`src/include/cmm_consts.svh`:
```
// Self-configuration store constants
// Packet type, word flag positions, record offsets and reset values

`ifndef CMM_CONSTS_SVH
`define CMM_CONSTS_SVH

// ----------------------------------------
// Packet recognition
// ----------------------------------------
`define CFG_TYPE        16'h0C1F
`define SOP_BIT         17
`define EOP_BIT         16
// Source address must carry this bit for a config packet
`define SA_CFG_BIT      7

// ----------------------------------------
// Record offsets
// ----------------------------------------
`define OFS_CARD_ID     6'd0
`define OFS_CODE_VER    6'd3
`define OFS_CH_ENA      6'd4
`define OFS_RUN_CYCLE   6'd6
`define OFS_RX_PORT1    6'd8
`define OFS_RX_PORT2    6'd12
`define OFS_TX_PORT1    6'd24
`define OFS_TX_PORT2    6'd28

// Last word of the 31-word record
`define OFS_LAST        6'd30

// ----------------------------------------
// Reset values
// ----------------------------------------
`define ENABLE_SLOT_RST 32'h0000C000

`endif

```
`src/cmm_types_pkg.sv`:
```
// Self-configuration store data types
// Widths of stream words, record fields and packet addresses

`default_nettype none

package cmm_types_pkg;

    // Flags in 17..16, data in 15..0
    typedef logic [17:0] sdu_word_t;
    typedef logic [15:0] cfg_half_t;

    typedef logic [31:0] id_t;
    typedef logic [7:0]  port_t;
    typedef logic [15:0] version_t;

    // Packet header fields
    typedef logic [7:0]  addr_t;
    typedef logic [3:0]  slot_t;

    // Record offset, saturates at all ones
    typedef logic [5:0]  offset_t;

endpackage

`default_nettype wire

```
`src/cmm_parse_pkg.sv`:
```
// Packet parser state encoding

`default_nettype none

package cmm_parse_pkg;

    // Header word, then type word, then payload or discard
    typedef enum logic [1:0] {
        st_idle    = 2'd0,
        st_type    = 2'd1,
        st_payload = 2'd2,
        st_drop    = 2'd3
    } parse_state_t;

endpackage

`default_nettype wire

```
`src/cfg_pkt_parser.sv`:
```
// Configuration packet parser
// Checks header and type of each received packet and forwards
// the payload words of packets addressed to this card

`timescale 1ns/10ps
`default_nettype none
`include "cmm_consts.svh"

module cfg_pkt_parser
    import cmm_types_pkg::*;
    import cmm_parse_pkg::*;
(
    input  wire       clk_12_5m,
    input  wire       rst_12_5m,
    input  wire       ex_rxsdu_dval,
    input  wire sdu_word_t ex_rxsdu_data,
    input  wire slot_t     slot_num,
    output logic      ex_cfg_dval,
    output sdu_word_t ex_cfg_data
);

    parse_state_t state;
    addr_t        dst_addr;
    addr_t        src_addr;
    logic         word_sop;
    logic         word_eop;
    logic         cfg_match;
    logic         take_payload;

    assign word_sop = ex_rxsdu_dval & ex_rxsdu_data[`SOP_BIT];
    assign word_eop = ex_rxsdu_data[`EOP_BIT];

    // Evaluated while the type word is on the bus
    assign cfg_match = (dst_addr[3:0] == slot_num) && src_addr[`SA_CFG_BIT] &&
                       (ex_rxsdu_data[15:0] == `CFG_TYPE);

    assign take_payload = ex_rxsdu_dval && !ex_rxsdu_data[`SOP_BIT] && (state == st_payload);

    // ----------------------------------------
    // Packet FSM
    // ----------------------------------------
    always_ff @(posedge clk_12_5m or negedge rst_12_5m) begin
        if (!rst_12_5m) begin
            state <= st_idle;
        end else if (word_sop) begin
            // A new start word always wins, even mid-packet
            state <= st_type;
        end else if (ex_rxsdu_dval) begin
            case (state)
                st_type: begin
                    if (word_eop) begin
                        state <= st_idle;
                    end else if (cfg_match) begin
                        state <= st_payload;
                    end else begin
                        state <= st_drop;
                    end
                end
                st_payload, st_drop: begin
                    if (word_eop) begin
                        state <= st_idle;
                    end
                end
                default: state <= st_idle;
            endcase
        end
    end

    // Header addresses
    always_ff @(posedge clk_12_5m) begin
        if (word_sop) begin
            dst_addr <= ex_rxsdu_data[15:8];
            src_addr <= ex_rxsdu_data[7:0];
        end
    end

    // ----------------------------------------
    // Payload output
    // ----------------------------------------
    always_ff @(posedge clk_12_5m or negedge rst_12_5m) begin
        if (!rst_12_5m) begin
            ex_cfg_dval <= 1'b0;
        end else begin
            ex_cfg_dval <= take_payload;
        end
    end

    always_ff @(posedge clk_12_5m) begin
        if (take_payload) begin
            ex_cfg_data <= ex_rxsdu_data;
        end
    end

endmodule

`default_nettype wire

```
`src/cfg_write_ctrl.sv`:
```
// Configuration write control
// Merges local and remote words into one stream, tracks the record
// offset and locks the record once its last word is written

`timescale 1ns/10ps
`default_nettype none
`include "cmm_consts.svh"

module cfg_write_ctrl
    import cmm_types_pkg::*;
(
    input  wire            clk_12_5m,
    input  wire            rst_12_5m,
    input  wire            wr_self_cfg_dval,
    input  wire sdu_word_t wr_self_cfg_data,
    input  wire            ex_cfg_dval,
    input  wire sdu_word_t ex_cfg_data,
    output logic           wr_dval,
    output offset_t        wr_offset,
    output cfg_half_t      wr_half,
    output logic           cfg_en
);

    offset_t ofs_cnt;
    logic    sel_local;
    logic    sel_any;

    // Local port has priority, a colliding remote word is dropped
    assign sel_local = wr_self_cfg_dval & ~cfg_en;
    assign sel_any   = (wr_self_cfg_dval | ex_cfg_dval) & ~cfg_en;

    // ----------------------------------------
    // Offset counter
    // ----------------------------------------
    always_ff @(posedge clk_12_5m or negedge rst_12_5m) begin
        if (!rst_12_5m) begin
            ofs_cnt <= '0;
        end else if (sel_any) begin
            if (ofs_cnt != '1) begin
                ofs_cnt <= ofs_cnt + 6'd1;
            end
        end else begin
            // Any idle cycle restarts the record
            ofs_cnt <= '0;
        end
    end

    // Sticky once the last offset has gone through
    always_ff @(posedge clk_12_5m or negedge rst_12_5m) begin
        if (!rst_12_5m) begin
            cfg_en <= 1'b0;
        end else if (sel_any && (ofs_cnt == `OFS_LAST)) begin
            cfg_en <= 1'b1;
        end
    end

    // ----------------------------------------
    // Write strobe and word
    // ----------------------------------------
    always_ff @(posedge clk_12_5m or negedge rst_12_5m) begin
        if (!rst_12_5m) begin
            wr_dval <= 1'b0;
        end else begin
            wr_dval <= sel_any;
        end
    end

    always_ff @(posedge clk_12_5m) begin
        if (sel_any) begin
            wr_offset <= ofs_cnt;
            wr_half   <= sel_local ? wr_self_cfg_data[15:0] : ex_cfg_data[15:0];
        end
    end

endmodule

`default_nettype wire

```
`src/cfg_field_regs.sv`:
```
// Configuration field registers
// Decodes the record offset of each written word into its field

`timescale 1ns/10ps
`default_nettype none
`include "cmm_consts.svh"

module cfg_field_regs
    import cmm_types_pkg::*;
(
    input  wire            clk_12_5m,
    input  wire            rst_12_5m,
    input  wire            wr_dval,
    input  wire offset_t   wr_offset,
    input  wire cfg_half_t wr_half,
    output id_t            card_id,
    output version_t       code_version,
    output id_t            enable_slot,
    output version_t       run_cycle,
    output id_t            src_id1,
    output port_t          src_port1,
    output id_t            src_id2,
    output port_t          src_port2,
    output id_t            dst_id1,
    output port_t          dst_port1,
    output id_t            dst_id2,
    output port_t          dst_port2
);

    // ----------------------------------------
    // Offset decode
    // ----------------------------------------
    always_ff @(posedge clk_12_5m or negedge rst_12_5m) begin
        if (!rst_12_5m) begin
            card_id      <= '0;
            code_version <= '0;
            enable_slot  <= `ENABLE_SLOT_RST;
            run_cycle    <= '0;
            src_id1      <= '0;
            src_port1    <= '0;
            src_id2      <= '0;
            src_port2    <= '0;
            dst_id1      <= '0;
            dst_port1    <= '0;
            dst_id2      <= '0;
            dst_port2    <= '0;
        end else if (wr_dval) begin
            // Two-word fields take the low half first
            case (wr_offset)
                `OFS_CARD_ID:            card_id[15:0]      <= wr_half;
                `OFS_CARD_ID + 6'd1:     card_id[31:16]     <= wr_half;
                `OFS_CODE_VER:           code_version       <= wr_half;
                `OFS_CH_ENA:             enable_slot[15:0]  <= wr_half;
                `OFS_CH_ENA + 6'd1:      enable_slot[31:16] <= wr_half;
                `OFS_RUN_CYCLE:          run_cycle          <= wr_half;

                // Receive side connections
                `OFS_RX_PORT1:           src_id1[15:0]      <= wr_half;
                `OFS_RX_PORT1 + 6'd1:    src_id1[31:16]     <= wr_half;
                `OFS_RX_PORT1 + 6'd2:    src_port1          <= wr_half[7:0];
                `OFS_RX_PORT2:           src_id2[15:0]      <= wr_half;
                `OFS_RX_PORT2 + 6'd1:    src_id2[31:16]     <= wr_half;
                `OFS_RX_PORT2 + 6'd2:    src_port2          <= wr_half[7:0];

                // Transmit side connections
                `OFS_TX_PORT1:           dst_id1[15:0]      <= wr_half;
                `OFS_TX_PORT1 + 6'd1:    dst_id1[31:16]     <= wr_half;
                `OFS_TX_PORT1 + 6'd2:    dst_port1          <= wr_half[7:0];
                `OFS_TX_PORT2:           dst_id2[15:0]      <= wr_half;
                `OFS_TX_PORT2 + 6'd1:    dst_id2[31:16]     <= wr_half;
                `OFS_TX_PORT2 + 6'd2:    dst_port2          <= wr_half[7:0];

                // Reserved offsets are skipped
                default: ;
            endcase
        end
    end

endmodule

`default_nettype wire

```
`src/self_cfg_mem.sv`:
```
// Self-configuration store, top level
// Takes the card record from the local port or from config packets
// in the receive FIFO and holds it as configuration fields

`timescale 1ns/10ps
`default_nettype none

module self_cfg_mem
    import cmm_types_pkg::*;
(
    input  wire            clk_12_5m,
    input  wire            rst_12_5m,
    // Receive FIFO
    input  wire            ex_rxsdu_empty,
    output wire            rxsdu_ex_rdreq,
    input  wire            ex_rxsdu_dval,
    input  wire sdu_word_t ex_rxsdu_data,
    // Local write port
    input  wire            wr_self_cfg_dval,
    input  wire sdu_word_t wr_self_cfg_data,
    // Configuration outputs
    input  wire slot_t     slot_num,
    output wire            cfg_en,
    output wire id_t       card_id,
    output wire version_t  code_version,
    output wire id_t       enable_slot,
    output wire version_t  run_cycle,
    output wire id_t       src_id1,
    output wire port_t     src_port1,
    output wire id_t       src_id2,
    output wire port_t     src_port2,
    output wire id_t       dst_id1,
    output wire port_t     dst_port1,
    output wire id_t       dst_id2,
    output wire port_t     dst_port2
);

    wire            ex_cfg_dval;
    wire sdu_word_t ex_cfg_data;
    wire            wr_dval;
    wire offset_t   wr_offset;
    wire cfg_half_t wr_half;

    // Read whenever the FIFO holds data
    assign rxsdu_ex_rdreq = ~ex_rxsdu_empty;

    cfg_pkt_parser i_cfg_pkt_parser (
        .clk_12_5m     (clk_12_5m),
        .rst_12_5m     (rst_12_5m),
        .ex_rxsdu_dval (ex_rxsdu_dval),
        .ex_rxsdu_data (ex_rxsdu_data),
        .slot_num      (slot_num),
        .ex_cfg_dval   (ex_cfg_dval),
        .ex_cfg_data   (ex_cfg_data)
    );

    cfg_write_ctrl i_cfg_write_ctrl (
        .clk_12_5m        (clk_12_5m),
        .rst_12_5m        (rst_12_5m),
        .wr_self_cfg_dval (wr_self_cfg_dval),
        .wr_self_cfg_data (wr_self_cfg_data),
        .ex_cfg_dval      (ex_cfg_dval),
        .ex_cfg_data      (ex_cfg_data),
        .wr_dval          (wr_dval),
        .wr_offset        (wr_offset),
        .wr_half          (wr_half),
        .cfg_en           (cfg_en)
    );

    cfg_field_regs i_cfg_field_regs (
        .clk_12_5m    (clk_12_5m),
        .rst_12_5m    (rst_12_5m),
        .wr_dval      (wr_dval),
        .wr_offset    (wr_offset),
        .wr_half      (wr_half),
        .card_id      (card_id),
        .code_version (code_version),
        .enable_slot  (enable_slot),
        .run_cycle    (run_cycle),
        .src_id1      (src_id1),
        .src_port1    (src_port1),
        .src_id2      (src_id2),
        .src_port2    (src_port2),
        .dst_id1      (dst_id1),
        .dst_port1    (dst_port1),
        .dst_id2      (dst_id2),
        .dst_port2    (dst_port2)
    );

endmodule

`default_nettype wire

```
`config.mk`:
```
export PLATFORM = sky130hd
export DESIGN_NAME = self_cfg_mem
export DESIGN_NICKNAME = d
export VERILOG_FILES = /design/src/cmm_types_pkg.sv /design/src/cmm_parse_pkg.sv /design/src/cfg_pkt_parser.sv /design/src/cfg_write_ctrl.sv /design/src/cfg_field_regs.sv /design/src/self_cfg_mem.sv
export VERILOG_INCLUDE_DIRS = /design/src /design/src/include
export SDC_FILE = /design/constraint.sdc
export NUM_CORES = 1
export LEC_CHECK = 0
export BUFFER_PORTS_ARGS = -buffer_cell sky130_fd_sc_hd__buf_2
export CAP_MARGIN = 30
export CORE_UTILIZATION = 57
export DETAILED_ROUTE_END_ITERATION = 16
export GPL_ROUTABILITY_DRIVEN = 1
export MAX_ROUTING_LAYER = met4
export PLACE_DENSITY = 0.86
export REMOVE_ABC_BUFFERS = 1
export SETUP_SLACK_MARGIN = 0.02
export SYNTH_ARGS = -nofsm -noshare
export SYNTH_HDL_FRONTEND = slang
export SYNTH_HIERARCHICAL = 1
export SYNTH_SLANG_ARGS = --single-unit
```
`constraint.sdc`:
```
create_clock -name clk_12_5m -period 4.99 [get_ports clk_12_5m]
set_input_delay 0.499 -clock clk_12_5m [delete_from_list [all_inputs] [get_ports clk_12_5m]]
set_output_delay 0.499 -clock clk_12_5m [all_outputs]
set_load 0.02 [all_outputs]
```
---- Word level (Yosys, flattened, before mapping) ----
Index checks and enable logic that the tools add are counted.
storage, ports and cells
  register bits ........................... 317
  latch bits .............................. 0
  bits in writable memories ............... 0
  ROM bits ................................ 0
  bits of input ports ..................... 45
  output and inout bits ................... 258
  memories ................................ 0
cells by class
  $add $sub $neg .......................... 1
  multiply operators ...................... 0
  divide/modulo/power cells ............... 0
  order comparisons ....................... 0
  eq/ne operators ......................... 26
  shift operators ......................... 0
  multiplexer cells ....................... 9
  bitwise operators ....................... 6
  reductions and logical operators ........ 28
operators by type and width
  operator                                                                 count
  6-bit by 5-bit equality test with 1-bit output, second input constant    7
  2-bit AND reduction                                                      19
  6-bit by 4-bit equality test with 1-bit output, second input constant    6
  6-bit by 3-bit equality test with 1-bit output, second input constant    3
  16-bit by 12-bit equality test with 1-bit output, second input constant  1
  16-bit 2-to-1 mux                                                        1
  6-bit 2-to-1 mux                                                         2
  2-bit 2-to-1 mux                                                         4
  6-bit by 1-bit adder with 6-bit output, second input constant            1
  6-bit by 1-bit equality test with 1-bit output, second input constant    1
  6-bit by 2-bit equality test with 1-bit output, second input constant    1
  6-bit zero test                                                          1
  6-bit inequality test, second input constant                             1
  1-bit logical AND                                                        5
  2-bit equality test, second input constant                               2
  4-bit equality test                                                      1
  2-bit one-hot mux with 2 select lines                                    1
  1-bit bitwise AND                                                        3
  3-bit by 2-bit inequality test with 1-bit output, second input constant  1
  2-bit by 1-bit equality test with 1-bit output, second input constant    1
  2-bit inequality test, second input constant                             1
  1-bit NOT                                                                2
  2-bit nonzero test                                                       1
  2-bit OR reduction                                                       1
  other kinds (3)                                                          3

---- Longest topological paths before layout ----
Gate-level depths: netlist (run 1).
  word-level depth ........................ 8
  depth in mapped cells ................... 6
  depth with buffers taken out ............ 4

---- Hierarchy ----
The synthesis (run 1) kept the hierarchy.
modules (own cells, without submodules)
  module          instances  cells an instance  area each (µm²)  seq. area each (µm²)
  cfg_field_regs  1          581                9703.1           6408.6
  cfg_write_ctrl  1          78                 1315.0           860.8
  cfg_pkt_parser  1          46                 932.1            765.7
  self_cfg_mem    1          1                  3.8              0.0

---- Least setup slack after synthesis (run 1) ----
OpenSTA, ideal clock, no wires.
  kind .................................... register -> register
  from .................................... reg i_cfg_write_ctrl.wr_offset[5]
  to ...................................... reg i_cfg_field_regs.run_cycle[10]
  setup time .............................. 125 ps
  arrival time ............................ 1855 ps
  path slack .............................. 3010 ps
  cell stages (with the launch flop) ...... 6
  buffers on the path ..................... 2
  period minus slack after synthesis ...... 1980 ps
  cells stage by stage .................... edfxtp_1 > or3b_4 > or4_4 > buf_6 > buf_6 > mux2_4
on the way
  longest elaborated chain between the ends .. 2
RTL lines
  what                                            line                  RTL
  start, declared                                 cfg_write_ctrl.sv:19  output offset_t wr_offset,
  start signal, assigned                          cfg_write_ctrl.sv:70  wr_offset <= ofs_cnt;
  6-bit by 3-bit equality test with 1-bit output  cfg_field_regs.sv:49  case (wr_offset)
  2-bit AND reduction (no line)                   -
  end signal, assigned                            cfg_field_regs.sv:55  `OFS_RUN_CYCLE: run_cycle <= wr_half;
  end, declared                                   cfg_field_regs.sv:19  output version_t run_cycle,
No other way between the ends.
A chain may end at the register's enable or synchronous reset.

---- Worst setup path in the final report (run 1) ----
  from .................................... reg i_cfg_write_ctrl.wr_offset[5]
  to ...................................... reg i_cfg_field_regs.card_id[17]
on the way
  longest elaborated chain between the ends .. 2
RTL lines
  what                                            line                  RTL
  6-bit by 1-bit equality test with 1-bit output  cfg_field_regs.sv:49
  2-bit AND reduction (no line)                   -
  end signal, assigned                            cfg_field_regs.sv:51  `OFS_CARD_ID + 6'd1: card_id[31:16] <= wr_half;
  end, declared                                   cfg_field_regs.sv:16  output id_t card_id,
No other way between the ends.

==> results of run 1 <==
state kept, by name (all words and copies together), names as in the netlist, 16 cells and up:
name,cells
i_cfg_field_regs/card_id,32
i_cfg_field_regs/code_version,16
i_cfg_field_regs/dst_id1,32
i_cfg_field_regs/dst_id2,32
i_cfg_field_regs/enable_slot,32
i_cfg_field_regs/run_cycle,16
i_cfg_field_regs/src_id1,32
i_cfg_field_regs/src_id2,32
i_cfg_pkt_parser/ex_cfg_data,16
i_cfg_write_ctrl/wr_half,16
critical path, cell delays in order, from the launching register on:
cell	delay, ns
edfxtp_1	0.42
nor3b_1	0.68
nand4b_1	0.99
mux2_2	0.61
how the worst max path moves through the flow:
stage,end,slack (ns)
after global placement,i_cfg_field_regs/enable_slot[5],2.23
after detailed placement,i_cfg_field_regs/card_id[23],2.23
after CTS,i_cfg_field_regs/card_id[12],2.19
final,i_cfg_field_regs/card_id[17],2.16
after floorplan,i_cfg_field_regs/card_id[16],2.83
after global routing,i_cfg_field_regs/card_id[25],1.95
metal layers:
layer / vias up / global-route usage (%) / routed length [µm]
li1: 3162 / - / -
met1: 3650 / 32.55 / 11170
met2: 273 / 44.05 / 13890
met3: 65 / 5.469 / 1700
met4: 0 / 10.68 / 991
met5: - / - / 0
cell usage in the layout, fill, tap and decap left out, types with 2 or more instances in the layout:
| cell | count |
|---|---|
| nand4_1 | 5 |
| nor4bb_1 | 2 |
| buf_2 | 299 |
| nor2_2 | 2 |
| a31oi_1 | 3 |
| clkbuf_1 | 11 |
| mux2_2 | 252 |
| or4b_1 | 2 |
| inv_1 | 5 |
| nand2b_1 | 2 |
| nor2_1 | 9 |
| edfxtp_1 | 43 |
| mux2_4 | 21 |
| nand3_1 | 3 |
| clkinv_2 | 3 |
| dfstp_2 | 2 |
| buf_8 | 3 |
| clkbuf_16 | 32 |
| ha_1 | 2 |
| nand4b_1 | 5 |
| nor3b_1 | 3 |
| dfrtp_1 | 265 |
| a211oi_1 | 2 |
| clkbuf_8 | 5 |
| xor2_1 | 4 |
| clkinv_4 | 2 |
| buf_6 | 4 |
| nor4b_2 | 2 |
| nand2_1 | 7 |
| o21bai_1 | 3 |
| o21ai_0 | 2 |
cell type report:
type	count	area (µm²)	share of cell area (%)
clock buffers	48	910.9	6.239
multi-input cells	349	3710	25.41
well taps	270	337.8	2.314
repair buffers	307	1607	11.00
flip-flops and latches	310	7975	54.62
inverters	5	18.77	0.1285
clock inverters	6	41.29	0.2828
power groups by stage:
stage	sequential [mW]	clock, mW	combinational, mW
2_1_floorplan	3.90	0	0.452
3_3_place_gp	3.34	0	1.67
3_5_place_dp	3.37	0	1.71
4_1_cts	3.33	2.20	1.72
5_1_grt	3.39	2.29	1.79
6_report	3.34	2.16	1.70
==> results.py, run 1 <==
metrics = {
    "global_routing": {
        "track_usage_pct": 26.78,
        "grt_pass1_vias": 7360,
        "grt_start_max_net_pins": 151,
        "grt_pass1_wl_um": 42450,
        "globalRouteOverflowTotal": 0,
        "antenna_found_initial": 0,
    },
    "drt": {
        "routed_wl_um": 27760,
        "num_vias": 7150,
        "via_per_inst": 5.521,
        "drt_pass1_iterations": 4,
        "ant_nets": 0,
        "dr.first_iter.drc_count": 303,
        "post-route-drc-count": 0,
        "wl_per_cell_um": 21.43,
    },
    "layout": {
        "fillCellCount": 1305,
        "area_growth_pct": 22.75,
        "fin_nets": 1051,
        "diodes": 0,
        "drive_gt1_share_pct": 62.15,
        "design_area_um2": 14600,
        "fin_util_pct": 71.69,
        "final_cell_count_no_fill": 1295,
    },
    "power_and_ir_drop": {
        "finalPower_mw": 7.196,
        "sequentialPowerShare_pct": 46.4,
        "ir_worst_vdd_mv": 0.3119,
        "p_sw_share_pct": 30.82,
        "p_sw_mw": 2.218,
        "comb_power_share_pct": 23.6,
        "cellLeakagePower_nw": 7.473,
        "clock_power_share_pct": 30.0,
        "p_per_area_nw_per_um2": 492.9,
        "p_int_mw": 4.978,
    },
    "cts": {
        "cts_tree": "done",
        "clock_latency_ns": 0.54,
        "clk_path_buf_depth": 3,
        "cts_made_buffers": 31,
        "cts_resized": 0,
        "htreeDepth": 1,
        "cts_sinks": 310,
        "cts_hold_buf": 0,
        "clk_pin_slew_ns": 0.06,
        "root_buffer": "clkbuf_16",
        "post-cts-setup-buffer-count": 0,
    },
    "yosys": {
        "syn_avg_cell_area_um2": 16.89,
        "synthCells": 704,
        "synth.cell_area_um2": 11890,
        "yosysWarnings": 6,
    },
    "timing": {
        "finClkSkew_ns": 0.009559,
        "rsz0062_at_grt": "no",
        "tightest_slew_ns": 1.033,
        "setup_slack_ns": 2.165,
        "timing.setup.tns_ns": 0,
        "max-slew-margin-rel_pct": 30.78,
        "fin_crit_ns": 2.825,
        "slew_viol_final": 0,
        "whs_ns": 0.01904,
        "max_freq_mhz": 353.9,
        "setup_violations": 0,
        "fin_crit_sh_pct": 56.62,
        "hold_viol_final": 0,
    },
    "critical_path": {
        "cp-start-kind": "register",
        "crit_path_end_kind": "register",
        "startpoint": "i_cfg_write_ctrl/wr_offset[5]",
        "cp_max_fo": 16,
        "r2r_cells": 3,
        "crit_required_ns": 5.41,
        "reg2reg_from": "i_cfg_write_ctrl/wr_offset[5]",
        "path_class": "register to register",
        "reg2reg_to": "i_cfg_field_regs/card_id[17]",
        "regToRegSetupSlack_ns": 2.16,
        "cp.arrival_ns": 3.25,
    },
    "flow_run": {
        "drv_cap": 0,
    },
    "die": {
        "start_util_pct": 58.41,
        "fp-row-count": 52,
        "die_area_um2": 21450,
        "ioPinCount": 303,
        "dieHeight_um": 146.5,
        "design.core.area_um2": 20360,
        "fp.dieW_um": 146.5,
    },
    "placement": {
        "dp_hpwl_um": 18340,
        "place_ws_ns": 2.227,
        "routabilityCongestion": 0.7876,
        "place_area_um2": 13640,
        "port_buffers": 300,
        "dpl.cell_count": 1240,
    },
    "outcome": {
        "outcome": "finished, final reports clean",
    },
    "min_path": {
        "hp-class": "input pin to asynchronous set/reset pin",
    },
}
Note: power is estimated with default switching activity, not from simulation.
==> run 2, diff against run 1 <==
--- a/config.mk
+++ b/config.mk
@@ -8,11 +8,11 @@
 export LEC_CHECK = 0
 export BUFFER_PORTS_ARGS = -buffer_cell sky130_fd_sc_hd__buf_2
 export CAP_MARGIN = 30
-export CORE_UTILIZATION = 57
+export CORE_UTILIZATION = 53
 export DETAILED_ROUTE_END_ITERATION = 16
 export GPL_ROUTABILITY_DRIVEN = 1
 export MAX_ROUTING_LAYER = met4
-export PLACE_DENSITY = 0.86
+export PLACE_DENSITY = 0.81
 export REMOVE_ABC_BUFFERS = 1
 export SETUP_SLACK_MARGIN = 0.02
 export SYNTH_ARGS = -nofsm -noshare
==> constraint.sdc (replaced) <==
create_clock -name clk_12_5m -period 2.7 [get_ports clk_12_5m]
set_input_delay 0.27 -clock clk_12_5m [delete_from_list [all_inputs] [get_ports clk_12_5m]]
set_output_delay 0.27 -clock clk_12_5m [all_outputs]
set_load 0.02 [all_outputs]
==> run 2 against run 1 <==
Net effect: flip-flop and latch count unchanged; via count up 2.0%; hold slack worse by 0.0014 ns; sequential share of layout area down 1.6 points; first-iteration DRC count up 17%; sequential power up 85%; clock skew up 0.0050 ns; non-clock buffer count up 32; cell area up 2.9%; core utilization down 3.0 points; critical endpoint is now i_cfg_field_regs/enable_slot[25].
==> results.py, run 2 (synthesized netlist as in run 1, its figures left out) <==
metrics = {
    "drt": {
        "via_per_inst": 5.438,
        "num_vias": 7292,
        "dr.first_iter.drc_count": 354,
        "drt_pass1_iterations": 4,
        "ant_nets": 0,
        "routed_wl_um": 28450,
        "wl_per_cell_um": 21.22,
        "post-route-drc-count": 0,
    },
    "cts": {
        "cts_resized": 0,
        "clk_path_buf_depth": 3,
        "cts_made_buffers": 31,
        "root_buffer": "clkbuf_16",
        "htreeDepth": 1,
        "clock_latency_ns": 0.55,
        "clk_pin_slew_ns": 0.06,
        "cts_sinks": 310,
        "cts_tree": "done",
    },
    "layout": {
        "diodes": 0,
        "layout_common_cells": "buf_2, dfrtp_1, mux2_2, edfxtp_1, clkbuf_16",
        "drive_gt1_share_pct": 62.21,
        "fin_nets": 1083,
        "fin_util_pct": 68.65,
        "area_growth_pct": 26.35,
        "final_cell_count_no_fill": 1341,
        "mostFrequentLayoutCell": "buf_2",
        "multiInputGateArea_um2": 3710,
        "fillCellCount": 1489,
        "regArea_um2": 7975,
    },
    "timing": {
        "fin_crit_ns": 2.156,
        "tightest_slew_ns": 0.9200,
        "max-slew-margin-rel_pct": 38.52,
        "slew_viol_final": 0,
        "setup_violations": 0,
        "setup_slack_ns": 0.5437,
        "timing.setup.tns_ns": 0,
        "fin_crit_sh_pct": 79.86,
        "finClkSkew_ns": 0.01451,
        "rsz0062_at_grt": "no",
        "hold_viol_final": 0,
        "max_freq_mhz": 463.8,
    },
    "flow_run": {
        "drv_cap": 0,
    },
    "critical_path": {
        "slowest_stage": "nand2_1",
        "cp-start-kind": "register",
        "crit_path_end_kind": "register",
        "cp_cell_sequence": "nor4bb_1, nand2_1, mux2_2",
        "crit_required_ns": 3.12,
        "cp_max_fo": 16,
        "path_class": "register to register",
        "max_stage_delay_ns": 0.60,
        "cp.arrival_ns": 2.58,
        "critPathBufInv": 0,
        "critical_path.top_delay_family": "simple AND/OR/NAND/NOR gates",
    },
    "power_and_ir_drop": {
        "p_sw_share_pct": 30.07,
        "cellLeakagePower_nw": 7.683,
        "comb_power_share_pct": 22.9,
        "clock_power_share_pct": 32.6,
        "finalPower_mw": 13.84,
        "p_per_area_nw_per_um2": 920.6,
        "p_int_mw": 9.675,
        "ir_worst_vdd_mv": 0.6013,
        "p_sw_mw": 4.160,
        "sequentialPowerShare_pct": 44.6,
    },
    "placement": {
        "place_ws_ns": 0.6208,
        "routabilityCongestion": 0.8235,
        "dpl.cell_count": 1265,
        "port_buffers": 300,
        "dp_hpwl_um": 18800,
    },
    "die": {
        "fp-row-count": 54,
        "dieHeight_um": 151.8,
        "ioPinCount": 303,
        "start_util_pct": 54.33,
        "design.core.area_um2": 21890,
        "die_area_um2": 23040,
        "fp.dieW_um": 151.8,
    },
    "global_routing": {
        "antenna_found_initial": 0,
        "grt_pass1_wl_um": 44860,
        "globalRouteOverflowTotal": 0,
        "track_usage_pct": 25.81,
        "grt_pass1_vias": 7866,
        "grt_start_max_net_pins": 83,
    },
    "min_path": {
        "hp-class": "input pin to register",
    },
    "outcome": {
        "outcome": "finished, final reports clean",
    },
}
==> run 2: area by class of cell <==
class / instances / share of cell area, %
clock buffer: 44 / 6.161
clock inverter: 14 / 1.157
inverter: 5 / 0.1249
multi-input combinational: 349 / 24.69
sequential: 310 / 53.07
tap: 280 / 2.331
timing repair buffer: 339 / 12.47
==> run 2: through the flow <==
stage / hold WS, ns / area [µm²]
CTS: 0.0007868 / 15030
floorplan: -0.02559 / 11700
global route: 0.002831 / 15030
finish: 0.01764 / 15030
detailed placement: 0.3265 / 13750
global placement: 0.3227 / 13750
==> run 2: what timing repair did <==
action | 4_1_cts | 5_1_grt
endpoints found under the hold margin | 98 | 0
buffers inserted | 0 | 0
hold buffers | 18 | 0
endpoints found under the setup margin | 0 | 0
==> run 2: path summary, 6_finish.rpt <==
kind                                               endpoint  cells after the start                            start  slack, ns
setup / recovery           i_cfg_field_regs/enable_slot[25]                      3    i_cfg_write_ctrl/wr_offset[2]       0.54
hold / removal                  i_cfg_write_ctrl/wr_half[6]                      2              wr_self_cfg_data[6]       0.02
setup reg to reg           i_cfg_field_regs/enable_slot[25]                      3    i_cfg_write_ctrl/wr_offset[2]       0.54
hold reg to reg             i_cfg_field_regs/enable_slot[4]                      1  i_cfg_field_regs/enable_slot[4]       0.50
max in group asynchronous      i_cfg_field_regs/card_id[19]                      3                        rst_12_5m       1.52
min in group asynchronous     i_cfg_field_regs/run_cycle[5]                      2                        rst_12_5m       0.33
==> run 2: power groups by stage <==
stage	combinational, mW	clock (mW)	sequential [mW]
detailed placement	3.17	0	6.24
CTS	3.20	4.59	6.16
global placement	3.10	0	6.19
finish	3.17	4.50	6.17
floorplan	0.836	0	7.21
global route	3.33	4.79	6.28
==> run 2: routing by layer <==
metal  up-vias  global-route usage (%)  wire (µm)  part of all wire (%)
met5         -                       -          0                     0
met3        72                   4.193       1354                   4.8
li1       3213                       -          -                     -
met1      3763                   31.97      11750                    41
met4         0                   10.05       1028                   3.6
met2       244                   42.64      14320                    50
